<file path="config.mk">
export PLATFORM = sky130hd
export DESIGN_NAME = drw_mkaddr
export DESIGN_NICKNAME = d
export VERILOG_FILES = /design/src/hw/drw_mkaddr.sv
export VERILOG_INCLUDE_DIRS = /design/src /design/src/hw
export SDC_FILE = /design/constraint.sdc
export NUM_CORES = 1
export LEC_CHECK = 0
export BUFFER_PORTS_ARGS = -buffer_cell sky130_fd_sc_hd__buf_2
export CAP_MARGIN = 20
export CORE_UTILIZATION = 49
export CTS_BUF_LIST = sky130_fd_sc_hd__clkbuf_8
export DETAILED_ROUTE_END_ITERATION = 8
export PLACE_DENSITY = 0.75
export SLEW_MARGIN = 5
export SYNTH_ARGS = -nofsm -noshare
export SYNTH_HDL_FRONTEND = slang
export SYNTH_SLANG_ARGS = --single-unit
export TNS_END_PERCENT = 30
</file>
<file path="constraint.sdc">
create_clock -name ACLK -period 2.21 [get_ports ACLK]
set_input_delay 0.442 -clock ACLK [delete_from_list [all_inputs] [get_ports ACLK]]
set_output_delay 0.442 -clock ACLK [all_outputs]
set_load 0.005 [all_outputs]
</file>
<file path="src/hw/drw_cfg.svh">
// Register map, opcodes, error numbers and sizing constants of the drawing engine
`ifndef DRW_CFG_SVH
`define DRW_CFG_SVH

// Register byte offsets
`define DRW_REG_CTRL      16'h0000
`define DRW_REG_STATUS    16'h0004
`define DRW_REG_INT       16'h0008
`define DRW_REG_ERRNO     16'h000C
`define DRW_REG_FIFO      16'h0010

`define DRW_FIFO_DEPTH    2048
`define DRW_MAX_BURST     256

// Top address bits, keeps writes inside 0x2000_0000..0x3FFF_FFFF
`define DRW_VRAM_BASE     3'b001

`define DRW_OP_SETFRAME   8'h01
`define DRW_OP_SETCOLOR   8'h02
`define DRW_OP_FILLRECT   8'h03
`define DRW_OP_END        8'h0F

`define DRW_ERR_OPCODE    16'd1
`define DRW_ERR_RANGE     16'd2
`define DRW_ERR_WIDTH     16'd3

`endif

</file>
<file path="src/hw/drw_mkaddr.sv">
// Row walker turning a rectangle into one burst request per row
`timescale 1ns/10ps
`include "drw_cfg.svh"

module drw_mkaddr (
    input  logic        ACLK,
    input  logic        rst,
    input  logic        soft_rst,
    input  logic        rect_start,
    input  logic [28:0] rect_addr,
    input  logic [10:0] rect_width,
    input  logic [10:0] rect_height,
    input  logic [10:0] frame_width,
    output logic        rect_done,
    output logic        burst_req,
    output logic [31:0] burst_addr,
    output logic [7:0]  burst_len,
    input  logic        burst_ack
);

    logic        active;
    logic [28:0] row_addr;
    logic [10:0] rows_left;
    logic [10:0] stride;
    logic [10:0] len_m1;

    assign len_m1     = rect_width - 11'd1;
    assign burst_req  = active;
    // Word address to byte address inside the VRAM window
    assign burst_addr = {`DRW_VRAM_BASE, row_addr[26:0], 2'b00};

    always_ff @(posedge ACLK) begin
        if (rst || soft_rst) begin
            active    <= 1'b0;
            rect_done <= 1'b0;
        end else begin
            rect_done <= 1'b0;
            if (rect_start) begin
                active <= 1'b1;
            end else if (burst_ack && rows_left == 11'd1) begin
                active    <= 1'b0;
                rect_done <= 1'b1;
            end
        end
    end

    always_ff @(posedge ACLK) begin
        if (rect_start) begin
            row_addr  <= rect_addr;
            rows_left <= rect_height;
            stride    <= frame_width;
            burst_len <= len_m1[7:0];
        end else if (burst_ack) begin
            // Next row, one frame stride down
            row_addr  <= row_addr + {18'd0, stride};
            rows_left <= rows_left - 11'd1;
        end
    end

endmodule

</file>
==> results.sh <==
export IMPL_status="complete, no violations"
export IMPL_synth_seq_cells=59
export IMPL_synth_area_sq_um=3680
export IMPL_dp_hpwl_um=6380
export IMPL_arrival_ns=2.24
export IMPL_postSynth_asyncResetShare_pct=0
export IMPL_cts_hold_buf=0
export IMPL_p_leak_nw=1.94
export IMPL_finalCriticalPeriod_ns=2.16
export IMPL_port_buffers=98
export IMPL_worstSetupStartpointType="flop"
export IMPL_cpLargestDelayFamily="compound AO/OA/AOI/OAI gates"
export IMPL_cts_max_path_buffers=2
export IMPL_clk_latency_ns=0.34
export IMPL_wl_met3_um=568
export IMPL_rows=31
export IMPL_final_cell_mix="97 x buf_2, 57 x edfxtp_1, 35 x nand2_1"
export IMPL_maxCapViolations=0
export IMPL_die_height_um=88.6
export IMPL_grt_pass1_wl_um=13600
export IMPL_path_cells="ha_1 -> inv_1 -> fa_1 -> nand2b_1 -> a21oi_2 -> buf_4 -> o211a_2 -> o21ai_0 -> nand3_1"
export IMPL_yosysUniqueCellTypes=65
export IMPL_antenna_cells=0
export IMPL_nFillCells=587
export IMPL_skew_ns=0.0127
export IMPL_ir_drop_mv=0.476
export IMPL_drt_pass1_iterations=5
export IMPL_grt_ovfl_total=0
export IMPL_wl_um=8850
export IMPL_crit_path_end_kind="flop"
export IMPL_final_antenna_net_count=0
export IMPL_powerDensity_nw_per_um2=836
export IMPL_fin_area_sq_um=4660
export IMPL_die_area_sq_um=7860
export IMPL_yosysSeqAreaShare_pct=47.6
export IMPL_hp_class="primary input to flop"
export IMPL_crit_path_top_delay_cell="edfxtp_1"
export IMPL_met1_length_um=3750
export IMPL_crit_type="flop to flop"
export IMPL_vias=3246
export IMPL_ys_flop_type="edfxtp_1"
export IMPL_clock_sinks=59
export IMPL_grt_start_max_net_pins=36
export IMPL_gp_congestion=0.848
export IMPL_io_pins=109
export IMPL_critPathBufInv=2
export IMPL_timing_final_crit_share_pct=97.6
export IMPL_cts_root_buf="clkbuf_8"
export IMPL_rsz0062_at_grt="true"
export IMPL_fmax_mhz=464
export IMPL_die_w_um=88.6
export IMPL_wl_met2_um=4400
export IMPL_layout_commonest_cell="buf_2"
export IMPL_cts_clk_slew_worst_paths_ns=0.07
export IMPL_nets=557
export IMPL_viasPerCell=5.61
export IMPL_slew_violations=0
export IMPL_drc=0
export IMPL_place_area_sq_um=4380
export IMPL_worstPathRequired_ns=2.29
export IMPL_core_area_sq_um=7250
export IMPL_synth_warnings=0
export IMPL_drt_wirelength_per_cell_um=15.3
export IMPL_final_core_util_pct=64.3
export IMPL_cp_slowest_stage_delay_ns=0.38
export IMPL_setup_viol=0
export IMPL_grtUsageTotal_pct=23.4
export IMPL_area_growth_pct=26.7
export IMPL_layout_setup_ws_ns=0.0528
export IMPL_drive_gt1_share_pct=33.3
export IMPL_crit_fanout=7
export IMPL_start_util_pct=50.7
export IMPL_synth_area_per_cell_sq_um=10.2
export IMPL_cts_max_level=3
export IMPL_synth_edf_count=57
export IMPL_first_iter_violations=222
export IMPL_cts_tree="done"
export IMPL_top_layer="met4"
export IMPL_cts_made_buffers=9
export IMPL_grt_pass1_vias=3030
export IMPL_finalHoldViolCount=0
export IMPL_antenna_found_initial=0
export IMPL_dp_slack_ns=0.0168
export IMPL_synth_cells=359
logic make-up (layout without fill, tap and decap cells):
kind of cell	Yosys count	in the layout	synth area share, %
AOI/OAI and AO/OA	91	91	17.6
other	2	5	0.204
xor gates and xnor gates	19	19	4.53
and+or+nand+nor	142	142	20.4
muxes	1	1	0.306
DFF	59	59	47.6
buffers and inverters	30	148	3.95
adders and majority gates	15	15	5.31
worst paths after layout:
path / slack (ns) / end / depth (start not counted) / from
min reg2reg: 0.50 / burst_req / 1 / burst_req
max reg2reg: 0.05 / row_addr[22] / 9 / row_addr[0]
min: 0.28 / stride[1] / 1 / frame_width[1]
max: 0.05 / row_addr[22] / 9 / row_addr[0]
area by class of cell:
type | count | area (sq um) | area share, %
clock buffers | 9 | 124 | 2.66
clock inverters | 7 | 85.1 | 1.83
inverters | 12 | 45.0 | 0.966
multi-input cells | 273 | 1860 | 39.9
flip-flops and latches | 59 | 1750 | 37.6
well taps | 99 | 124 | 2.66
repair buffers | 120 | 671 | 14.4
Yosys cell counts, types with 7 or more instances:
cell type,number,area [sq um]
nor2_1,14,52.6
nor3_1,14,70.1
a21oi_1,12,60.1
ha_1,14,175
nor2b_1,12,75.1
xnor2_1,8,70.1
edfxtp_1,57,1710
xor2_1,11,96.3
nand2_1,35,131
inv_1,11,41.3
nand3_1,33,165
a22oi_1,9,67.6
o21ai_1,7,35.0
o21ai_0,24,120
power breakdown:
group | switching [mW] | internal (mW) | total (mW)
clock network | 0.431 | 0.623 | 1.05
registers | 0.137 | 1.44 | 1.58
logic | 0.685 | 0.581 | 1.27
per-layer routing:
layer  track usage, %  up-vias
met2             40.6      119
met5                0        -
met1             27.3     1534
li1                 -     1579
met4             8.80        0
met3             6.90       14
stage by stage:
stage	hold WS (ns)	power, mW	instances	TNS, ns
6_report	0.276	3.90	579	0
5_1_grt	0.259	4.11	579	-0.0555
3_5_place_dp	0.487	2.77	563	0
3_3_place_gp	0.478	2.73	563	0
2_1_floorplan	0.495	2.31	362	0
4_1_cts	0.262	3.83	579	0
registers in the layout, summed over array words and instances, names as in the netlist:
register   count
burst_req      1
burst_len      8
row_addr      27
stride        11
rect_done      1
rows_left     11
timing repair:
item,CTS,global route
gates resized for setup,0,17
endpoints found under the setup margin,0,17
setup buffers,0,0
Note: power is estimated with default switching activity, not from simulation.
