[src/hw/drw_vramctrl_wr.sv]
// AXI4 write master filling one burst with the current colour
`timescale 1ns/10ps

module drw_vramctrl_wr (
    input  logic        ACLK,
    input  logic        rst,
    input  logic        soft_rst,
    input  logic        burst_req,
    input  logic [31:0] burst_addr,
    input  logic [7:0]  burst_len,
    input  logic [31:0] fill_color,
    output logic        burst_ack,
    output logic        awvalid,
    output logic [31:0] awaddr,
    output logic [7:0]  awlen,
    output logic [2:0]  awsize,
    output logic        wvalid,
    output logic [31:0] wdata_m,
    output logic [3:0]  wstrb,
    output logic        wlast,
    output logic        bready,
    input  logic        awready,
    input  logic        wready,
    input  logic        bvalid,
    input  logic [1:0]  bresp
);

    localparam logic [1:0] S_IDLE = 2'd0;
    localparam logic [1:0] S_ADDR = 2'd1;
    localparam logic [1:0] S_DATA = 2'd2;
    localparam logic [1:0] S_RESP = 2'd3;

    logic [1:0] state;
    logic [7:0] beat;

    assign awvalid   = (state == S_ADDR);
    assign wvalid    = (state == S_DATA);
    assign bready    = (state == S_RESP);
    assign awsize    = 3'b010;
    assign wstrb     = 4'hF;
    assign wdata_m   = fill_color;
    assign wlast     = wvalid && (beat == awlen);
    // Response status not checked, any B ends the burst
    assign burst_ack = bready && bvalid;

    always_ff @(posedge ACLK) begin
        if (rst || soft_rst) begin
            state <= S_IDLE;
            beat  <= 8'd0;
        end else begin
            case (state)
                S_IDLE: if (burst_req) begin
                    state <= S_ADDR;
                end
                S_ADDR: if (awready) begin
                    beat  <= 8'd0;
                    state <= S_DATA;
                end
                S_DATA: if (wready) begin
                    if (wlast) begin
                        state <= S_RESP;
                    end else begin
                        beat <= beat + 8'd1;
                    end
                end
                default: if (bvalid) begin
                    state <= S_IDLE;
                end
            endcase
        end
    end

    always_ff @(posedge ACLK) begin
        if (state == S_IDLE && burst_req) begin
            awaddr <= burst_addr;
            awlen  <= burst_len;
        end
    end

endmodule

[config.mk]
export PLATFORM = sky130hd
export DESIGN_NAME = drw_vramctrl_wr
export DESIGN_NICKNAME = d
export VERILOG_FILES = /design/src/hw/drw_vramctrl_wr.sv
export SDC_FILE = /design/constraint.sdc
export NUM_CORES = 1
export LEC_CHECK = 0
export ABC_AREA = 1
export ABC_CLOCK_PERIOD_IN_PS = 2600
export BUFFER_PORTS_ARGS = -buffer_cell sky130_fd_sc_hd__buf_2
export CAP_MARGIN = 20
export CORE_MARGIN = 2
export CORE_UTILIZATION = 43
export CTS_BUF_LIST = sky130_fd_sc_hd__clkbuf_8
export DETAILED_ROUTE_END_ITERATION = 10
export PLACE_DENSITY = 0.91
export SYNTH_ARGS = -nofsm -noshare
export SYNTH_HDL_FRONTEND = slang
export SYNTH_SLANG_ARGS = --single-unit
[constraint.sdc]
create_clock -name ACLK -period 2.6 [get_ports ACLK]
set_input_delay 0.52 -clock ACLK [delete_from_list [all_inputs] [get_ports ACLK]]
set_output_delay 0.52 -clock ACLK [all_outputs]
set_load 0.05 [all_outputs]
==> results of run 1 <==
-- registers in the layout, indices dropped and copies added, names as in the netlist --
name,cells
awlen,8
beat,8
awaddr,32
state,2
-- final timing paths --
check                                     from          to  slack, ns  depth (start not counted)
worst min register to register         beat[7]     beat[7]       0.52                          2
worst min-delay path            burst_addr[30]  awaddr[30]       0.39                          1
worst max register to register        state[0]     beat[4]       0.77                          8
worst max-delay path                   beat[2]       wlast       0.37                          7
-- synth_stat cells, drive strengths merged --
cell type  count
a21oi         12
buf           41
conb           2
dfxtp         10
edfxtp        40
ha             6
inv           25
nand2         47
nand3         12
nand4          4
nor2          13
nor3b          2
o21ai          1
o22ai          1
xnor2          5
-- cells in the final DEF, fill, tap and decap left out, drive strengths merged, types with 2 or more instances in the layout --
cell    count
nand2      47
nand4       4
buf        92
nand3      12
nor2       13
inv        27
conb        7
clkbuf      5
ha          6
nor3b       2
dfxtp      10
a21oi      12
xnor2       5
edfxtp     40
-- cell type report --
class                           count  share of cell area [%]
Clock buffer                        5                    2.50
Clock inverter                      3                   0.592
Multi-Input combinational cell    110                    22.4
Inverter                           25                    3.42
Tap cell                           72                    3.28
Timing Repair Buffer               92                    16.8
Sequential cell                    50                    51.0
-- metrics by stage --
step | hold WS [ns] | area (um2)
global route | 0.370 | 2750
CTS | 0.378 | 2750
floorplan | 0.466 | 2420
global placement | 0.488 | 2660
finish | 0.388 | 2750
detailed placement | 0.509 | 2660
-- cell families (layout without fill, tap and decap cells) --
family	Yosys count	after routing	share of synthesized area, %
AO/OA/AOI/OAI	14	14	4.00
XOR/XNOR	5	5	2.13
adder cells (fa/ha/maj)	6	6	3.12
buffers and inverters	66	125	17.0
other	2	7	0.312
flip-flops	50	50	58.2
AND/OR/NAND/NOR	78	78	15.2
-- where the power goes --
part	leakage, nW	switching [mW]	internal, mW
clock network	0.0474	0.251	0.187
logic	0.702	0.356	0.0984
registers	0.467	0.0232	0.942
-- layer usage --
metal | track usage, % | vias to the layer above | routed length [um]
li1 | - | 798 | -
met1 | 13.2 | 743 | 1550
met2 | 26.6 | 96 | 2340
met3 | 6.36 | 26 | 564
met4 | 10.4 | 0 | 194
met5 | 0 | - | 0
==> flow_summary.json, run 1 <==
{
  "status": "complete, no violations",
  "clk_latency_ns": 0.30,
  "synth_top_cell_area_share_pct": 49.9,
  "grt_max_degree": 41,
  "post-place-ws_ns": 0.687,
  "final_nets": 371,
  "ys_warn_count": 0,
  "ys_seq_area_share_pct": 58.2,
  "clkSlewWorstSetupHoldPaths_ns": 0.09,
  "drt_wl_total_um": 4650,
  "criticalPathCategory": "flip-flop to output port",
  "drtIter0Drc": 76,
  "setup_viol": 0,
  "slew_viol_final": 0,
  "worst_path_max_delay_cell": "dfxtp_1",
  "grt-ovfl-total": 0,
  "cp_data_arrival_time_ns": 1.71,
  "core-area_um2": 5440,
  "critPathCaptureType": "output port",
  "start_util_pct": 44.2,
  "drcViolationCount": 0,
  "slowest_delay_ns": 0.51,
  "yosysTopAreaCell": "edfxtp_1",
  "die_w_um": 78.8,
  "cts_sinks": 50,
  "postCtsSetupRepairBufs": 0,
  "power_density_nw_per_um2": 676,
  "cts_max_level": 2,
  "rsz0062_at_grt": "no",
  "period_minus_slack_ns": 2.23,
  "n_fill_cell": 468,
  "crit_family": "simple AND/OR/NAND/NOR gates",
  "ioPinCount": 165,
  "fmax_mhz": 449,
  "cts_hold_buf": 0,
  "grt_pass1_wl_um": 7090,
  "skew_ns": 0.00864,
  "multi_input_area_um2": 614,
  "antenna_left": 0,
  "syn_area_um2": 2410,
  "worst-path-buf-inv": 2,
  "die_h_um": 78.8,
  "cts_buffers": 5,
  "hold_path_class": "input pin to flip-flop",
  "p_leak_nw": 1.22,
  "floorplan.rows": 27,
  "first_pass_iters": 4,
  "die-area_um2": 6210,
  "dp_hpwl_um": 3620,
  "cp-start-kind": "flip-flop",
  "wl_per_cell_um": 13.0,
  "cts_tree": "built",
  "cp_common_cell": "nand2_1",
  "total_power_mw": 1.86,
  "portBuffers": 91,
  "vias": 1663,
  "placed_cells": 349,
  "syn_to_final_growth_pct": 14.2,
  "gp_congestion": 0.815,
  "ir_drop_v": 0.000583,
  "ys_ff_latch": 50,
  "setup_slack_ns": 0.371,
  "synthCells": 221,
  "seq_area_um2": 1400,
  "cap_violations": 0,
  "cts-root-buf": "clkbuf_8",
  "worstPathCellList": "nand2_1, nand2_1, nand2_1, nor2_4, nand3_4, inv_1, buf_2",
  "fin_crit_sh_pct": 85.7,
  "layoutNonFillerInstCount": 357,
  "n_antenna_cell": 0,
  "setup_tns_ns": 0,
  "grtUsageTotal_pct": 14.8,
  "hold_viol": 0,
  "worstPathRequired_ns": 2.08,
  "cts_resized": 0,
  "path_max_fanout": 8,
  "synth.area.top_cells": "edfxtp_1 (50%), buf_4 (12%), dfxtp_1 (8.3%)",
  "synth_cell_types": 23,
  "grt_pass1_vias": 1697,
  "antenna_found_initial": 0,
  "drive_gt1_share_pct": 38.2,
  "cts.path.max_buffers": 2,
  "via_per_inst": 4.66,
  "final_core_util_pct": 50.5,
  "synth_area_per_cell_um2": 10.9
}
Power figures use the tool's default switching activity.
==> inputs of run 2 (changes only) <==
- PLACE_DENSITY: 0.91 -> not set
- PLACE_DENSITY_LB_ADDON: not set -> 0.2
==> flow_summary.json, run 2 (synthesized netlist as in run 1, its figures left out) <==
{
  "skew_ns": 0.00505,
  "worst-path-buf-inv": 2,
  "drcViolationCount": 0,
  "postCtsSetupRepairBufs": 0,
  "criticalPathCategory": "flip-flop to output port",
  "portBuffers": 91,
  "die_h_um": 78.8,
  "drtIter0Drc": 62,
  "wl_per_cell_um": 11.9,
  "cts_sinks": 50,
  "final_nets": 372,
  "fin_crit_sh_pct": 84.3,
  "cts_resized": 0,
  "grt_pass1_vias": 1474,
  "largest_reg_flops": 32,
  "worstPathRequired_ns": 2.08,
  "n_fill_cell": 514,
  "crit_family": "simple AND/OR/NAND/NOR gates",
  "via_per_inst": 4.44,
  "cp_common_cell": "nand2_1",
  "layout_commonest_cell": "buf_2",
  "syn_to_final_growth_pct": 14.6,
  "placed_cells": 350,
  "mostFrequentLayoutCells": "buf_2 (91), nand2_1 (44), edfxtp_1 (40)",
  "ioPinCount": 165,
  "cts.path.max_buffers": 2,
  "cap_violations": 0,
  "vias": 1585,
  "cp-start-kind": "flip-flop",
  "cts_hold_buf": 0,
  "cts_buffers": 5,
  "dp_hpwl_um": 3300,
  "n_antenna_cell": 0,
  "die-area_um2": 6210,
  "antenna_left": 0,
  "setup_viol": 0,
  "cts_tree": "built",
  "power_density_nw_per_um2": 676,
  "rrSetupSlack_ns": 0.78,
  "ir_drop_v": 0.000421,
  "worst_path_max_delay_cell": "dfxtp_1",
  "period_minus_slack_ns": 2.19,
  "layoutNonFillerInstCount": 357,
  "slowest_delay_ns": 0.49,
  "cts-root-buf": "clkbuf_8",
  "antenna_found_initial": 0,
  "gp_congestion": 0.798,
  "grtUsageTotal_pct": 13.8,
  "first_pass_iters": 4,
  "regMostFlops": "awaddr",
  "setup_tns_ns": 0,
  "status": "complete, no violations",
  "hold_viol": 0,
  "drt_wl_total_um": 4240,
  "start_util_pct": 44.2,
  "clkSlewWorstSetupHoldPaths_ns": 0.09,
  "path_max_fanout": 8,
  "rsz0062_at_grt": "no",
  "worstPathCellList": "nand2_1, nand2_1, nand2_1, nor2_4, nand3_4, inv_1, buf_2",
  "drive_gt1_share_pct": 38.9,
  "hold_path_class": "input pin to flip-flop",
  "total_power_mw": 1.86,
  "floorplan.rows": 27,
  "cp_data_arrival_time_ns": 1.67,
  "fmax_mhz": 456,
  "grt-ovfl-total": 0,
  "core-area_um2": 5440,
  "critPathCaptureType": "output port",
  "slew_viol_final": 0,
  "reg.largest.list": "awaddr: 32 flops, awlen: 8 flops, beat: 8 flops",
  "grt_max_degree": 27,
  "clk_latency_ns": 0.30,
  "cts_max_level": 2,
  "die_w_um": 78.8,
  "p_leak_nw": 1.22,
  "grt_pass1_wl_um": 6510
}
[run 2: cell count changes in the layout (fill, tap and decap cells not counted), sizes merged]
cell,before,now
clkinv,1,0
buf,92,93
[run 2: where the power goes]
| part | total [mW] | internal, mW | switching (mW) | leakage (nW) |
|---|---|---|---|---|
| sequential | 0.961 | 0.941 | 0.0205 | 0.467 |
| clock | 0.446 | 0.191 | 0.255 | 0.0450 |
| combinational | 0.457 | 0.101 | 0.356 | 0.707 |
[run 2: final cells by class]
class	count	area, um2	area share [%]
clock buffers	5	68.8	2.50
clock inverters	2	17.5	0.635
inverters	25	93.8	3.40
multi-input cells	110	614	22.3
flip-flops and latches	50	1400	50.8
well taps	72	90.1	3.27
repair buffers	93	470	17.1
[run 2: worst paths after layout]
path,startpoint,to,depth (start not counted)
max,beat[2],wlast,7
max reg2reg,state[0],beat[3],8
min reg2reg,beat[7],beat[7],2
min,burst_len[4],awlen[4],1
[run 2: worst reg2reg max path: cells and delay by family, from the launching register on]
| family | cells | cell delay (ns) |
|---|---|---|
| compound gates | 3 | 0.46 |
| fa+ha+maj | 1 | 0.31 |
| buf+inv | 2 | 0.32 |
| flops | 1 | 0.39 |
| simple gates | 2 | 0.22 |
[run 2: stage by stage]
step	hold WS (ns)	setup slack [ns]	area, um2	utilization [%]
after floorplan	0.466	0.530	2420	-
after global placement	0.486	0.738	2670	49.1
after detailed placement	0.503	0.729	2670	49.1
after CTS	0.379	0.387	2760	50.7
after global routing	0.372	0.303	2760	50.7
final	0.387	0.407	2760	50.7
[run 2: per-layer routing]
layer	vias to the layer above	GRT usage, %	share of wire [%]
li1	796	-	-
met4	0	7.54	3.0
met3	12	9.09	15
met1	693	14.6	36
met5	-	0	0
met2	84	20.6	46
