--- src/hw/drw_cfg.svh ---
// Register map, opcodes, error numbers and sizing constants of the drawing engine
`ifndef DRW_CFG_SVH
`define DRW_CFG_SVH

// Register byte offsets
`define DRW_REG_CTRL      16'h0000
`define DRW_REG_STATUS    16'h0004
`define DRW_REG_INT       16'h0008
`define DRW_REG_ERRNO     16'h000C
`define DRW_REG_FIFO      16'h0010

`define DRW_FIFO_DEPTH    2048
`define DRW_MAX_BURST     256

// Top address bits, keeps writes inside 0x2000_0000..0x3FFF_FFFF
`define DRW_VRAM_BASE     3'b001

`define DRW_OP_SETFRAME   8'h01
`define DRW_OP_SETCOLOR   8'h02
`define DRW_OP_FILLRECT   8'h03
`define DRW_OP_END        8'h0F

`define DRW_ERR_OPCODE    16'd1
`define DRW_ERR_RANGE     16'd2
`define DRW_ERR_WIDTH     16'd3

`endif

--- src/hw/drw_pkg.sv ---
// Command word union, opcode and error number types
package drw_pkg;

`include "drw_cfg.svh"

    typedef enum logic [7:0] {
        OP_SETFRAME = `DRW_OP_SETFRAME,
        OP_SETCOLOR = `DRW_OP_SETCOLOR,
        OP_FILLRECT = `DRW_OP_FILLRECT,
        OP_END      = `DRW_OP_END
    } drw_opcode_e;

    typedef enum logic [15:0] {
        ERR_NONE   = 16'd0,
        ERR_OPCODE = `DRW_ERR_OPCODE,
        ERR_RANGE  = `DRW_ERR_RANGE,
        ERR_WIDTH  = `DRW_ERR_WIDTH
    } drw_errno_e;

    // One FIFO word, seen as header or as x/y pair
    typedef union packed {
        logic [31:0] raw;
        struct packed {
            logic [7:0]  opcode;
            logic [23:0] arg;
        } hdr;
        struct packed {
            logic [15:0] hi;
            logic [15:0] lo;
        } pair;
    } drw_cmd_word_u;

endpackage

--- src/hw/drw_regctrl.sv ---
// Register bus decode, control and status registers, interrupt logic, FIFO write port
`timescale 1ns/10ps
`include "drw_cfg.svh"

module drw_regctrl import drw_pkg::*; (
    input  logic          ACLK,
    input  logic          rst,
    input  logic [15:0]   wraddr,
    input  logic          wren,
    input  logic [31:0]   wdata,
    input  logic [15:0]   rdaddr,
    input  logic          rden,
    output logic [31:0]   rdata,
    output logic          fifo_wr,
    output drw_cmd_word_u fifo_din,
    input  logic          fifo_full,
    input  logic [11:0]   fifo_count,
    output logic          exe,
    output logic          soft_rst,
    output logic          irq,
    input  logic          busy,
    input  logic          finish,
    input  drw_errno_e    errno
);

    logic ctrl_wr;
    logic int_wr;
    logic int_en;
    logic int_pend;
    logic overflow;
    logic finish_d;

    assign ctrl_wr      = wren && (wraddr == `DRW_REG_CTRL);
    assign int_wr       = wren && (wraddr == `DRW_REG_INT);
    assign fifo_wr      = wren && (wraddr == `DRW_REG_FIFO);
    assign fifo_din.raw = wdata;
    assign irq          = int_pend && int_en;

    // Write-one pulses, never read back
    always_ff @(posedge ACLK) begin
        if (rst) begin
            exe      <= 1'b0;
            soft_rst <= 1'b0;
        end else begin
            exe      <= ctrl_wr && wdata[0];
            soft_rst <= ctrl_wr && wdata[1];
        end
    end

    always_ff @(posedge ACLK) begin
        if (rst) begin
            int_en <= 1'b0;
        end else if (int_wr) begin
            int_en <= wdata[0];
        end
    end

    always_ff @(posedge ACLK) begin
        if (rst || soft_rst) begin
            int_pend <= 1'b0;
            overflow <= 1'b0;
            finish_d <= 1'b0;
        end else begin
            finish_d <= finish;
            // Rising edge of finish wins over a clear in the same cycle
            if (finish && !finish_d) begin
                int_pend <= 1'b1;
            end else if (int_wr && wdata[1]) begin
                int_pend <= 1'b0;
            end
            if (fifo_wr && fifo_full) begin
                overflow <= 1'b1;
            end
        end
    end

    always_ff @(posedge ACLK) begin
        if (rden) begin
            case (rdaddr)
                `DRW_REG_STATUS: rdata <= {4'd0, fifo_count, 13'd0, overflow, finish, busy};
                `DRW_REG_INT:    rdata <= {30'd0, int_pend, int_en};
                `DRW_REG_ERRNO:  rdata <= {16'd0, errno};
                default:         rdata <= 32'd0;
            endcase
        end
    end

endmodule

--- config.mk ---
export PLATFORM = sky130hd
export DESIGN_NAME = drw_regctrl
export DESIGN_NICKNAME = d
export VERILOG_FILES = /design/src/hw/drw_pkg.sv /design/src/hw/drw_regctrl.sv
export VERILOG_INCLUDE_DIRS = /design/src /design/src/hw
export SDC_FILE = /design/constraint.sdc
export NUM_CORES = 1
export LEC_CHECK = 0
export BUFFER_PORTS_ARGS = -buffer_cell sky130_fd_sc_hd__buf_2
export CELL_PAD_IN_SITES_DETAIL_PLACEMENT = 1
export CELL_PAD_IN_SITES_GLOBAL_PLACEMENT = 1
export CORE_AREA = 2 2 82 92
export DETAILED_ROUTE_END_ITERATION = 6
export DIE_AREA = 0 0 84 94
export PLACE_DENSITY = 0.86
export SLEW_MARGIN = 30
export SYNTH_ARGS = -nofsm -noshare
export SYNTH_HDL_FRONTEND = slang
export SYNTH_SLANG_ARGS = --single-unit
--- constraint.sdc ---
create_clock -name ACLK -period 3.2 [get_ports ACLK]
set_clock_uncertainty 0.1 [all_clocks]
set_input_delay 0.16 -clock ACLK [delete_from_list [all_inputs] [get_ports ACLK]]
set_output_delay 0.16 -clock ACLK [all_outputs]
set_load 0.01 [all_outputs]
==> impl_metrics.prom <==
# TYPE chip_impl_metric gauge
chip_impl_metric{name="drc",unit=""} 0
chip_impl_metric{name="synth-seq-cells",unit=""} 34
chip_impl_metric{name="cts_made_buffers",unit=""} 5
chip_impl_metric{name="numClockSinks",unit=""} 34
chip_impl_metric{name="global_route_wire_length_before_repair",unit="um"} 6500
chip_impl_metric{name="critical_path.max_fanout",unit=""} 2
chip_impl_metric{name="yosysWarnings",unit=""} 0
chip_impl_info{name="cp-end-kind",value="output port"} 1
chip_impl_info{name="timing_worst_setup_path_type",value="input port to output port"} 1
chip_impl_metric{name="layout-drive-gt1-share",unit="%"} 53.7
chip_impl_metric{name="clock_tree.htree_level_count",unit=""} 2
chip_impl_metric{name="power.share.switching",unit="%"} 23.5
chip_impl_metric{name="r2r_slack",unit="ps"} 2150
chip_impl_metric{name="setup_viol",unit=""} 0
chip_impl_metric{name="antenna_cells",unit=""} 0
chip_impl_info{name="run_status",value="completed"} 1
chip_impl_metric{name="replace_congestion",unit=""} 0.714
chip_impl_metric{name="worst_slew_pin_slew",unit="ps"} 620
chip_impl_info{name="mostFrequentLayoutCells",value="102 x sky130_fd_sc_hd__buf_2, 30 x sky130_fd_sc_hd__and2_1, 28 x sky130_fd_sc_hd__edfxtp_1"} 1
chip_impl_info{name="hold_path_class",value="input port to flip-flop"} 1
chip_impl_info{name="layout.cells.most_common",value="sky130_fd_sc_hd__buf_2"} 1
chip_impl_info{name="ctsRootBufferMaster",value="sky130_fd_sc_hd__clkbuf_8"} 1
chip_impl_metric{name="first_global_vias",unit=""} 1332
chip_impl_metric{name="area.growth.synth_to_final",unit="%"} 25.8
chip_impl_metric{name="die_height",unit="um"} 94
chip_impl_metric{name="timing.reg2reg.worst_path_depth",unit=""} 4
chip_impl_metric{name="drv.max_cap_violation_count",unit=""} 0
chip_impl_metric{name="synth_cells",unit=""} 140
chip_impl_metric{name="avgRoutedWirePerCell",unit="um"} 14.2
chip_impl_info{name="synth-main-ff-cell",value="sky130_fd_sc_hd__edfxtp_1"} 1
chip_impl_metric{name="antenna_violations_before_repair",unit=""} 0
chip_impl_metric{name="buffer_ports.inserted",unit=""} 102
chip_impl_info{name="reg2reg_from",value="int_pend"} 1
chip_impl_metric{name="pnr_worst_setup_slack",unit="ps"} 1560
chip_impl_metric{name="worst_ir_drop_vdd",unit="mV"} 0.150
chip_impl_info{name="r2r-end",value="rdata[1]"} 1
chip_impl_metric{name="boundaryPins",unit=""} 167
chip_impl_metric{name="avgSynthCellArea",unit="um^2"} 12.1
chip_impl_metric{name="syn_area",unit="mm^2"} 0.00170
chip_impl_metric{name="seq_power_share",unit="%"} 55.2
chip_impl_metric{name="max_slew_margin",unit="%"} 58.4
chip_impl_metric{name="pin_count_of_the_biggest_net_entering_global_routing",unit=""} 29
chip_impl_metric{name="post_drt_via_cell_ratio",unit=""} 4.17
chip_impl_metric{name="fmaxAchievable",unit="MHz"} 608
chip_impl_metric{name="globalRouteTotalUtil",unit="%"} 10.8
chip_impl_metric{name="die-area",unit="mm^2"} 0.00790
chip_impl_metric{name="cts_buffer_depth",unit=""} 2
chip_impl_metric{name="dr.first_iter.drc_count",unit=""} 30
chip_impl_metric{name="p_comb_share",unit="%"} 10.9
chip_impl_metric{name="ys_async_rst_share",unit="%"} 0
chip_impl_metric{name="static-leakage-power",unit="nW"} 0.966
chip_impl_metric{name="dp_worst_setup_slack",unit="ps"} 1340
chip_impl_metric{name="hold_viol_final",unit=""} 0
chip_impl_metric{name="required",unit="ps"} 2940
chip_impl_metric{name="period_minus_slack",unit="ps"} 1640
chip_impl_metric{name="ys_seq_area_share",unit="%"} 56.6
chip_impl_info{name="startpoint",value="wraddr[5]"} 1
chip_impl_metric{name="hpwl",unit="um"} 3560
chip_impl_metric{name="netlist-cell-type-count",unit=""} 26
chip_impl_metric{name="place.detailed.instances",unit=""} 292
chip_impl_metric{name="start_util",unit="%"} 24.5
chip_impl_metric{name="number_of_iterations_in_the_first_detailed_routing_pass",unit=""} 4
chip_impl_metric{name="totalNegativeSetupSlack",unit="ps"} 0
chip_impl_metric{name="worstSkewPairLatency",unit="ps"} 280
chip_impl_info{name="min_from",value="wdata[1]"} 1
chip_impl_metric{name="stdcell_count",unit=""} 301
chip_impl_metric{name="grt_remaining_overflow",unit=""} 0
chip_impl_metric{name="critPathArrivalTime",unit="ps"} 1380
chip_impl_metric{name="pwr_density_cell",unit="mW/mm^2"} 425
chip_impl_metric{name="power.clock.fraction",unit="%"} 33.9
chip_impl_metric{name="nNetsFinal",unit=""} 314
chip_impl_metric{name="ff_latch_area",unit="um^2"} 961
chip_impl_metric{name="floorplan.rows",unit=""} 32
chip_impl_metric{name="via_count",unit=""} 1255
chip_impl_metric{name="cell_internal_pwr",unit="W"} 0.000695
chip_impl_metric{name="multi_input_area",unit="um^2"} 452
chip_impl_info{name="worst_setup_path_endpoint",value="fifo_wr"} 1
chip_impl_info{name="critical_path_launch_point_type",value="input port"} 1
chip_impl_info{name="rsz_0062_raised_after_global_routing",value="no"} 1
chip_impl_metric{name="switching_power",unit="W"} 0.000213
chip_impl_metric{name="die-width",unit="um"} 84
chip_impl_metric{name="p_total",unit="W"} 0.000908
chip_impl_metric{name="postRouteWirelength",unit="um"} 4290
chip_impl_metric{name="final.fill_count",unit=""} 803
chip_impl_info{name="tritoncts",value="built"} 1
chip_impl_metric{name="path_clk_slew",unit="ps"} 70
chip_impl_metric{name="post-cts-setup-buffers",unit=""} 0
chip_impl_metric{name="final_max_slew_viol_count",unit=""} 0
chip_impl_metric{name="post-route-period-util",unit="%"} 51.4
chip_impl_metric{name="design.core.area",unit="mm^2"} 0.00693
chip_impl_metric{name="synth_enable_flop_cells",unit=""} 28
chip_impl_metric{name="postRouteAntennaNets",unit=""} 0
==> critical path, cell delays in order <==
cell,delay [ps]
sky130_fd_sc_hd__buf_2,100
sky130_fd_sc_hd__nor4b_1,400
sky130_fd_sc_hd__nand4_1,200
sky130_fd_sc_hd__nor3b_1,320
sky130_fd_sc_hd__buf_2,200
==> synthesized netlist by cell type, types with 2 or more instances <==
master	n	share of area, %
sky130_fd_sc_hd__inv_1	3	0.66
sky130_fd_sc_hd__buf_4	38	17
sky130_fd_sc_hd__nor4_2	3	2.2
sky130_fd_sc_hd__and2_1	30	11
sky130_fd_sc_hd__edfxtp_1	28	50
sky130_fd_sc_hd__nor2_1	7	1.5
sky130_fd_sc_hd__mux2i_1	2	1.2
sky130_fd_sc_hd__nor4_1	3	1.1
sky130_fd_sc_hd__a21oi_1	3	0.88
sky130_fd_sc_hd__a22o_1	2	1.0
sky130_fd_sc_hd__dfxtp_1	6	7.1
==> flip-flops by register name, summed over array words and instances (netlist names) <==
name	count
exe	1
finish_d	1
int_en	1
int_pend	1
overflow	1
rdata	28
soft_rst	1
==> power groups by stage <==
stage / clock network (W) / registers [W] / logic, W
3_3_place_gp: 0 / 0.000511 / 0.0000966
3_5_place_dp: 0 / 0.000512 / 0.0000996
2_1_floorplan: 0 / 0.000523 / 0.0000598
6_report: 0.000308 / 0.000501 / 0.0000989
4_1_cts: 0.000321 / 0.000502 / 0.000101
5_1_grt: 0.000343 / 0.000503 / 0.000109
==> routing by layer <==
metal | part of all wire (%) | GRT usage (%) | up-vias
met2 | 52 | 19.4 | 80
met1 | 35 | 10.8 | 559
met5 | 0 | 0 | -
met3 | 10 | 4.31 | 25
li1 | - | - | 591
met4 | 3.8 | 5.65 | 0
==> kinds of logic after synthesis <==
family / after synthesis / share of synthesized area [%]
AOI/OAI and AO/OA: 8 / 3.32
and+or+nand+nor: 54 / 21.2
muxes: 2 / 1.18
DFF: 34 / 56.6
other: 1 / 0.221
buffers and inverters: 41 / 17.5
==> worst min-delay path by stage <==
stage | endpoint | slack [ps] | cells after the start
after floorplan | int_en | 130 | 1
after detailed placement | fifo_din[30] | 220 | 0
after global routing | soft_rst | 10 | 2
final | soft_rst | 9 | 2
after global placement | fifo_din[30] | 220 | 0
after CTS | soft_rst | 1 | 2
==> per-stage QoR <==
step	hold WS [ps]	area [um^2]	utilization, %
after floorplan	129	1710	-
after global placement	220	2040	29.5
after detailed placement	220	2040	29.5
after CTS	1.19	2140	30.8
after global routing	14.5	2140	30.8
final	9.46	2140	30.8
==> layout make-up <==
type,count,share of cell area (%)
Clock buffer,5,3.22
Clock inverter,3,0.762
Inverter,3,0.527
Multi-Input combinational cell,68,21.1
Sequential cell,34,45.0
Tap cell,85,4.98
Timing Repair Buffer,103,24.4
==> repair_timing <==
item	in CTS	in global routing
hold buffers	1	0
gates resized for setup	0	0
hold endpoints to repair	1	0
Note: power is estimated with default switching activity, not from simulation.
