--- config.mk ---
export PLATFORM = sky130hd
export DESIGN_NAME = drw_cmd
export DESIGN_NICKNAME = d
export VERILOG_FILES = /design/src/hw/drw_pkg.sv /design/src/hw/drw_cmd.sv
export VERILOG_INCLUDE_DIRS = /design/src /design/src/hw
export SDC_FILE = /design/constraint.sdc
export NUM_CORES = 1
export LEC_CHECK = 0
export BUFFER_PORTS_ARGS = -buffer_cell sky130_fd_sc_hd__buf_2
export CAP_MARGIN = 25
export CORE_MARGIN = 2
export CORE_UTILIZATION = 30
export DETAILED_ROUTE_END_ITERATION = 6
export GPL_TIMING_DRIVEN = 0
export PLACE_DENSITY = 0.56
export SYNTH_ARGS = -nofsm -noshare
export SYNTH_HDL_FRONTEND = slang
export SYNTH_SLANG_ARGS = --single-unit
--- constraint.sdc ---
create_clock -name ACLK -period 13.44 [get_ports ACLK]
set_input_delay 0.672 -clock ACLK [delete_from_list [all_inputs] [get_ports ACLK]]
set_output_delay 0.672 -clock ACLK [all_outputs]
set_load 0.01 [all_outputs]
--- src/hw/drw_cfg.svh ---
// Register map, opcodes, error numbers and sizing constants of the drawing engine
`ifndef DRW_CFG_SVH
`define DRW_CFG_SVH

// Register byte offsets
`define DRW_REG_CTRL      16'h0000
`define DRW_REG_STATUS    16'h0004
`define DRW_REG_INT       16'h0008
`define DRW_REG_ERRNO     16'h000C
`define DRW_REG_FIFO      16'h0010

`define DRW_FIFO_DEPTH    2048
`define DRW_MAX_BURST     256

// Top address bits, keeps writes inside 0x2000_0000..0x3FFF_FFFF
`define DRW_VRAM_BASE     3'b001

`define DRW_OP_SETFRAME   8'h01
`define DRW_OP_SETCOLOR   8'h02
`define DRW_OP_FILLRECT   8'h03
`define DRW_OP_END        8'h0F

`define DRW_ERR_OPCODE    16'd1
`define DRW_ERR_RANGE     16'd2
`define DRW_ERR_WIDTH     16'd3

`endif

--- src/hw/drw_pkg.sv ---
// Command word union, opcode and error number types
package drw_pkg;

`include "drw_cfg.svh"

    typedef enum logic [7:0] {
        OP_SETFRAME = `DRW_OP_SETFRAME,
        OP_SETCOLOR = `DRW_OP_SETCOLOR,
        OP_FILLRECT = `DRW_OP_FILLRECT,
        OP_END      = `DRW_OP_END
    } drw_opcode_e;

    typedef enum logic [15:0] {
        ERR_NONE   = 16'd0,
        ERR_OPCODE = `DRW_ERR_OPCODE,
        ERR_RANGE  = `DRW_ERR_RANGE,
        ERR_WIDTH  = `DRW_ERR_WIDTH
    } drw_errno_e;

    // One FIFO word, seen as header or as x/y pair
    typedef union packed {
        logic [31:0] raw;
        struct packed {
            logic [7:0]  opcode;
            logic [23:0] arg;
        } hdr;
        struct packed {
            logic [15:0] hi;
            logic [15:0] lo;
        } pair;
    } drw_cmd_word_u;

endpackage

--- src/hw/drw_cmd.sv ---
// Command decoder FSM with frame, colour and rectangle parameter registers
`timescale 1ns/10ps
`include "drw_cfg.svh"

module drw_cmd import drw_pkg::*; (
    input  logic          ACLK,
    input  logic          rst,
    input  logic          soft_rst,
    input  logic          exe,
    output logic          busy,
    output logic          finish,
    output drw_errno_e    errno,
    output logic          fifo_rd,
    input  drw_cmd_word_u fifo_dout,
    input  logic          fifo_valid,
    output logic          rect_start,
    output logic [28:0]   rect_addr,
    output logic [10:0]   rect_width,
    output logic [10:0]   rect_height,
    output logic [10:0]   frame_width,
    input  logic          rect_done,
    output logic [31:0]   fill_color
);

    localparam logic [2:0] S_IDLE  = 3'd0;
    localparam logic [2:0] S_HDR   = 3'd1;
    localparam logic [2:0] S_ARG   = 3'd2;
    localparam logic [2:0] S_CHECK = 3'd3;
    localparam logic [2:0] S_START = 3'd4;
    localparam logic [2:0] S_WAIT  = 3'd5;
    localparam logic [2:0] S_END   = 3'd6;

    logic [2:0]  state;
    logic        rd_q;
    logic        arg_idx;
    drw_opcode_e op;
    logic [28:0] frame_base;
    logic [10:0] frame_height;
    logic [10:0] pos_x;
    logic [10:0] pos_y;
    logic [21:0] row_off;
    logic [11:0] right_edge;
    logic [11:0] bottom_edge;
    logic        bad_range;

    // One read in flight, next request once the word is back
    assign fifo_rd    = ((state == S_HDR) || (state == S_ARG)) && !rd_q;
    assign rect_start = (state == S_START);

    assign row_off     = pos_y * frame_width;
    assign right_edge  = {1'b0, pos_x} + {1'b0, rect_width};
    assign bottom_edge = {1'b0, pos_y} + {1'b0, rect_height};
    assign bad_range   = (rect_width == 11'd0) || (rect_height == 11'd0) ||
                         (right_edge > {1'b0, frame_width}) ||
                         (bottom_edge > {1'b0, frame_height});

    always_ff @(posedge ACLK) begin
        if (rst || soft_rst) begin
            state   <= S_IDLE;
            rd_q    <= 1'b0;
            arg_idx <= 1'b0;
            busy    <= 1'b0;
            finish  <= 1'b0;
            errno   <= ERR_NONE;
        end else begin
            rd_q <= fifo_rd;
            case (state)
                S_IDLE: if (exe) begin
                    busy   <= 1'b1;
                    finish <= 1'b0;
                    errno  <= ERR_NONE;
                    state  <= S_HDR;
                end
                S_HDR: if (fifo_valid) begin
                    arg_idx <= 1'b0;
                    case (fifo_dout.hdr.opcode)
                        OP_SETFRAME, OP_SETCOLOR, OP_FILLRECT: state <= S_ARG;
                        OP_END: state <= S_END;
                        default: begin
                            errno <= ERR_OPCODE;
                            state <= S_END;
                        end
                    endcase
                end
                S_ARG: if (fifo_valid) begin
                    arg_idx <= !arg_idx;
                    if (op == OP_SETCOLOR || arg_idx) begin
                        state <= (op == OP_FILLRECT) ? S_CHECK : S_HDR;
                    end
                end
                S_CHECK: begin
                    if (bad_range) begin
                        errno <= ERR_RANGE;
                        state <= S_END;
                    end else if (rect_width > 11'(`DRW_MAX_BURST)) begin
                        errno <= ERR_WIDTH;
                        state <= S_END;
                    end else begin
                        state <= S_START;
                    end
                end
                S_START: state <= S_WAIT;
                S_WAIT: if (rect_done) begin
                    state <= S_HDR;
                end
                S_END: begin
                    busy   <= 1'b0;
                    finish <= 1'b1;
                    state  <= S_IDLE;
                end
                default: state <= S_IDLE;
            endcase
        end
    end

    // Parameter capture
    always_ff @(posedge ACLK) begin
        if (state == S_HDR && fifo_valid) begin
            op <= drw_opcode_e'(fifo_dout.hdr.opcode);
        end
        if (state == S_ARG && fifo_valid) begin
            case (op)
                OP_SETFRAME: begin
                    if (!arg_idx) begin
                        frame_base <= fifo_dout.raw[28:0];
                    end else begin
                        frame_width  <= fifo_dout.pair.hi[10:0];
                        frame_height <= fifo_dout.pair.lo[10:0];
                    end
                end
                OP_SETCOLOR: fill_color <= fifo_dout.raw;
                default: begin
                    if (!arg_idx) begin
                        pos_x <= fifo_dout.pair.hi[10:0];
                        pos_y <= fifo_dout.pair.lo[10:0];
                    end else begin
                        rect_width  <= fifo_dout.pair.hi[10:0];
                        rect_height <= fifo_dout.pair.lo[10:0];
                    end
                end
            endcase
        end
        if (state == S_CHECK) begin
            rect_addr <= frame_base + {7'd0, row_off} + {18'd0, pos_x};
        end
    end

endmodule

==> run_results.csv, run 1 <==
group,metric,value,unit
die,ios,152,
sta,slew_violations,0,
clock_network,clock_latency,450,ps
final_layout,diodes,0,
die,die_area,43200,um^2
hold_path,min_path_type,"in2reg",
yosys,synthFlopType,"edfxtp_1",
yosys,synthTopCellsByCount,"inv_1, edfxtp_1, fa_1",
yosys,post-synth-top-count-cell,"inv_1",
sta,hold_viol,0,
sta,slew_headroom,0.437,
die,die_h,208,um
grt,grt_usage,0.149,
placed_design,dp_hpwl,25500,um
sta,rsz0062_at_grt,"false",
placed_design,gp_congestion,0.842,
worst_setup_path,endpoint_kind,"flop",
pwr,p_int,955,uW
grt,grt_max_degree,32,
placed_design,dpl_cell_area,14000,um^2
sta,worstMarginPinSlew,844,ps
pwr,pwr-share-clk,0.367,
grt,overflow,0,
final_layout,regArea,5100,um^2
worst_setup_path,cp.required,13630,ps
yosys,synthesis.area,12500,um^2
pwr,power_density,90.6,nW/um^2
sta,fin_skew,13.3,ps
worst_setup_path,cp.arrival,6760,ps
pwr,vdd_drop_max,0.0000682,V
clock_network,htree_levels,4,
die,die_w,208,um
die,core_area,40900,um^2
drt,dr.pass1.iters,5,
clock_network,cts_made_buffers,17,
clock_network,postCtsHoldBufs,0,
yosys,synth_top_area_share,0.395,
drt,first_iter_violations,430,
placed_design,port_buffers,137,
yosys,synth_edf_count,164,
grt,antenna_found_initial,0,
clock_network,clk_pin_slew,70,ps
pwr,p_sw,364,uW
final_layout,syn_to_final_growth,16.8,%
final_layout,drive_above_1_share,0.163,
clock_network,cts-root-buf,"clkbuf_16",
pwr,p_leak,6.44,nW
drt,vias_per_cell,4.60,
die,rows,74,
final_layout,fillerInstances,4123,
pwr,fin_total_pwr,1.32,mW
drt,antenna_left,0,
sta,fmax,152,MHz
sta,setup_viol,0,
yosys,ys_types,65,
yosys,yosysWarnings,0,
sta,min_period,6560,ps
pwr,combPwrFrac,0.174,
yosys,async_reset_ff_frac,0,
worst_setup_path,worstPathMaxFanout,10,
drt,wl,31400,um
yosys,synth.top_cells.by_area,"edfxtp_1, fa_1, ha_1",
grt,grt_pass1_vias,8898,
pwr,p_sw_frac,0.276,
drt,wl_per_cell,17.2,um
clock_network,cts_tree,"yes",
grt,grt_pass1_wl,49300,um
clock_network,cts_resized,0,
yosys,seq_area_frac_synth,0.410,
sta,timing.setup.tns,0,ps
clock_network,cts_setup_buffers,0,
yosys,post_synth.cell_area_avg,11.3,um^2
yosys,ys_ff_latch,173,
clock_network,cts_sinks,173,
job,drv_cap,0,
yosys,yosysTopAreaCell,"edfxtp_1",
drt,vias,8412,
final_layout,multi_input_area,6380,um^2
drt,drc_errors,0,
yosys,syn-instance-count,1107,
outcome,outcome,"finished clean",
clock_network,clockBufferDepth,2,
final_layout,nets,1545,
sta,post-route-period-util,0.488,
final_layout,stdcell_area,14500,um^2
worst_setup_path,startpoint_type,"flop",
pwr,seq_power_share,0.459,
die,start_util,0.304,
worst_setup_path,critPathKind,"reg2reg",
-- cell families (layout without fill, tap and decap cells) --
kind of cell,after synthesis,count (layout),synth area share
compound gates,144,144,0.0775
xor+xnor,33,33,0.0232
fa+ha+maj,223,223,0.293
buf+inv,264,441,0.0840
flops,173,173,0.410
mux,1,1,0.000904
other cells,1,14,0.000301
simple gates,268,268,0.111
-- metrics by stage --
stage	instances	hold slack, ps	setup WS, ps	util
2_1_floorplan	1120	466	7800	-
3_3_place_gp	1789	462	6950	0.339
3_5_place_dp	1797	468	6950	0.342
5_1_grt	1829	399	6590	0.355
6_report	1829	419	6880	0.355
4_1_cts	1829	395	6920	0.355
-- sequential cells by signal (all words and copies together) (netlist names), 2 cells and up --
name          count
rect_height      11
fill_color       32
pos_y            11
frame_base       29
state             3
errno             2
rect_addr        29
frame_height     11
op                8
frame_width      11
rect_width       11
pos_x            11
-- placed cells by master (no fill, tap or decap), types with 5 or more instances in the layout --
cell type    n
nor3_1       8
conb_1      14
nor2b_1     10
clkbuf_1    26
nand4_1      8
a211oi_1     5
xor2_1       9
nand2b_1     8
and2_1      70
nand3_1     13
buf_2      139
edfxtp_1   164
o21ai_0     30
buf_4       14
nor4_1       7
clkbuf_16   17
inv_1      222
nand2_1     81
fa_1       115
dfxtp_1      9
nor2_1      36
buf_6        5
a21oi_1     44
xnor2_1     24
a21o_1      15
ha_1       108
-- path summary, 6_finish.rpt --
path	start	end	slack [ps]	depth (start not counted)
max	frame_width[3]	rect_addr[27]	6880	20
max reg2reg	frame_width[3]	rect_addr[27]	6880	20
min reg2reg	errno[1]	errno[1]	480	2
min	fifo_dout[11]	fill_color[11]	420	1
-- layout make-up --
type / count / area share
Multi-Input combinational cell: 683 / 0.439
Sequential cell: 173 / 0.351
Inverter: 222 / 0.0573
Timing Repair Buffer: 145 / 0.0544
Tap cell: 532 / 0.0458
Clock buffer: 17 / 0.0292
Buffer: 42 / 0.0146
Clock inverter: 15 / 0.00920
-- worst max-delay path, stage by stage, from the launching register on --
cell	delay [ps]
edfxtp_1	550
clkbuf_1	480
nand2_1	160
fa_1	480
fa_1	550
inv_1	50
fa_1	480
fa_1	490
inv_1	50
fa_1	520
inv_1	50
ha_1	270
buf_2	160
a41o_1	250
a221oi_2	380
nor3b_1	120
o31ai_1	570
a32oi_1	250
a21o_1	250
nand4_1	100
xnor2_1	70
-- power by group through the flow --
stage	Clock (mW)	Sequential (mW)	Combinational, mW
6_report	0.484	0.605	0.230
5_1_grt	0.512	0.605	0.266
4_1_cts	0.497	0.605	0.233
3_5_place_dp	0	0.617	0.232
3_3_place_gp	0	0.617	0.229
2_1_floorplan	0	0.617	0.170
-- layer usage --
metal,track usage,vias to the layer above,part of all wire
li1,-,3996,-
met1,0.188,4161,0.45
met2,0.253,215,0.48
met3,0.0307,40,0.046
met4,0.0489,0,0.026
met5,0,-,0
Note: power is estimated with default switching activity, not from simulation.
==> run 2: changes to the inputs <==
==> constraint.sdc (replaced) <==
create_clock -name ACLK -period 6.75 [get_ports ACLK]
set_input_delay 0.3375 -clock ACLK [delete_from_list [all_inputs] [get_ports ACLK]]
set_output_delay 0.3375 -clock ACLK [all_outputs]
set_load 0.01 [all_outputs]
==> run_results.csv, run 2 (same netlist as run 1, synthesis figures left out) <==
group,metric,value,unit
final_layout,layout.cells.most_common_list,"inv_1, edfxtp_1, buf_2",
outcome,outcome,"finished clean",
die,ios,152,
placed_design,port_buffers,137,
final_layout,final_util,0.356,
final_layout,drive_above_1_share,0.163,
final_layout,mostFrequentLayoutCell,"inv_1",
grt,antenna_found_initial,0,
worst_setup_path,r2r_setup_slack,310,ps
clock_network,htree_levels,4,
sta,slew_headroom,0.436,
drt,vias_per_cell,4.58,
die,die_h,208,um
clock_network,cts_tree,"yes",
grt,grt_pass1_wl,49300,um
final_layout,fillerInstances,4123,
sta,fmax,155,MHz
drt,first_iter_violations,463,
grt,overflow,0,
grt,grt_usage,0.149,
pwr,vdd_drop_max,0.000136,V
sta,worstMarginPinSlew,846,ps
final_layout,multi_input_area,6380,um^2
hold_path,min_path_type,"in2reg",
die,die_w,208,um
drt,vias,8381,
grt,grt_max_degree,32,
pwr,power_density,181,nW/um^2
final_layout,regMostFlops,"fill_color",
final_layout,nets,1545,
worst_setup_path,critPathKind,"reg2reg",
clock_network,clock_latency,450,ps
clock_network,cts_made_buffers,17,
job,drv_cap,0,
final_layout,largest_reg_flops,32,
placed_design,dp_hpwl,25500,um
worst_setup_path,cp.required,6940,ps
drt,dr.pass1.iters,5,
placed_design,gp_congestion,0.842,
clock_network,cts_sinks,173,
sta,slew_violations,0,
final_layout,reg_top3,"fill_color (32), frame_base (29), rect_addr (29)",
worst_setup_path,cp.arrival,6630,ps
drt,wl,31300,um
sta,fin_skew,12.5,ps
sta,rsz0062_at_grt,"false",
pwr,p_leak,6.44,nW
clock_network,cts-root-buf,"clkbuf_16",
pwr,p_int,1.90,mW
pwr,combPwrFrac,0.175,
sta,hold_viol,0,
pwr,seq_power_share,0.459,
final_layout,regArea,5100,um^2
clock_network,clk_pin_slew,70,ps
worst_setup_path,endpoint_kind,"flop",
clock_network,clockBufferDepth,2,
sta,timing.setup.tns,0,ps
drt,wl_per_cell,17.1,um
worst_setup_path,startpoint_type,"flop",
final_layout,diodes,0,
grt,grt_pass1_vias,8898,
die,die_area,43200,um^2
sta,min_period,6440,ps
drt,drc_errors,0,
sta,post-route-period-util,0.954,
sta,setup_viol,0,
final_layout,syn_to_final_growth,16.8,%
drt,antenna_left,0,
die,start_util,0.304,
pwr,p_sw_frac,0.276,
pwr,p_sw,725,uW
die,rows,74,
pwr,pwr-share-clk,0.367,
die,core_area,40900,um^2
worst_setup_path,worstPathMaxFanout,10,
-- run 2: cell count changes in the layout (fill, tap and decap cells not counted) --
cell / previous run / this run
o31ai_2: 1 / 2
o31ai_1: 4 / 3
-- run 2: stage by stage --
stage	std cells	hold WS [ps]	setup slack, ps	instance area, um^2	power [mW]
after detailed placement	1797	468	256	14000	1.69
after floorplan	1120	436	1110	12500	1.57
after global routing	1829	64.4	72.2	14600	2.76
after global placement	1789	462	259	13900	1.69
after CTS	1829	60.6	233	14500	2.66
final	1829	83.4	310	14600	2.63
-- run 2: final cells by class --
type,instances,share of cell area
inverter,222,0.0573
sequential,173,0.351
tap,532,0.0457
multi-input combinational,683,0.439
timing repair buffer,145,0.0544
buffer,42,0.0146
clock buffer,17,0.0292
clock inverter,15,0.00920
-- run 2: power groups by stage --
stage	clock network (mW)	registers, mW	logic [mW]
6_report	0.964	1.20	0.459
2_1_floorplan	0	1.23	0.338
5_1_grt	1.02	1.21	0.530
4_1_cts	0.990	1.20	0.464
3_5_place_dp	0	1.23	0.462
3_3_place_gp	0	1.23	0.457
-- run 2: path summary, 6_finish.rpt --
kind         cells past startpoint              to          start
min                              1  fill_color[11]  fifo_dout[11]
max reg2reg                     19   rect_addr[18]       pos_y[6]
max                             19   rect_addr[18]       pos_y[6]
min reg2reg                      2        errno[1]       errno[1]
-- run 2: routing by layer --
layer,GRT usage,routed length [um],share of wire
met1,0.188,13900,0.44
met2,0.253,15000,0.48
met3,0.0307,1520,0.048
met4,0.0489,860,0.027
met5,0,0,0
-- run 2: timing repair --
| item | CTS | global route |
|---|---|---|
| resized for setup | 0 | 1 |
| setup buffers | 0 | 0 |
| hold buffers | 0 | 0 |
| setup endpoints to repair | 0 | 2 |
| hold endpoints to repair | 0 | 0 |
-- run 2: critical path, stage by stage, from the launching register on --
cell and delay (ps):
edfxtp_1 460, clkbuf_1 320, and2_1 250, fa_1 490, inv_1 50, fa_1 500
inv_1 60, fa_1 460, fa_1 500, inv_1 60, fa_1 520, inv_1 40
ha_1 320, a21oi_1 360, o21ai_0 340, a31o_2 410, a311o_1 360, a31oi_1 330
o21ai_0 180, xor2_1 160
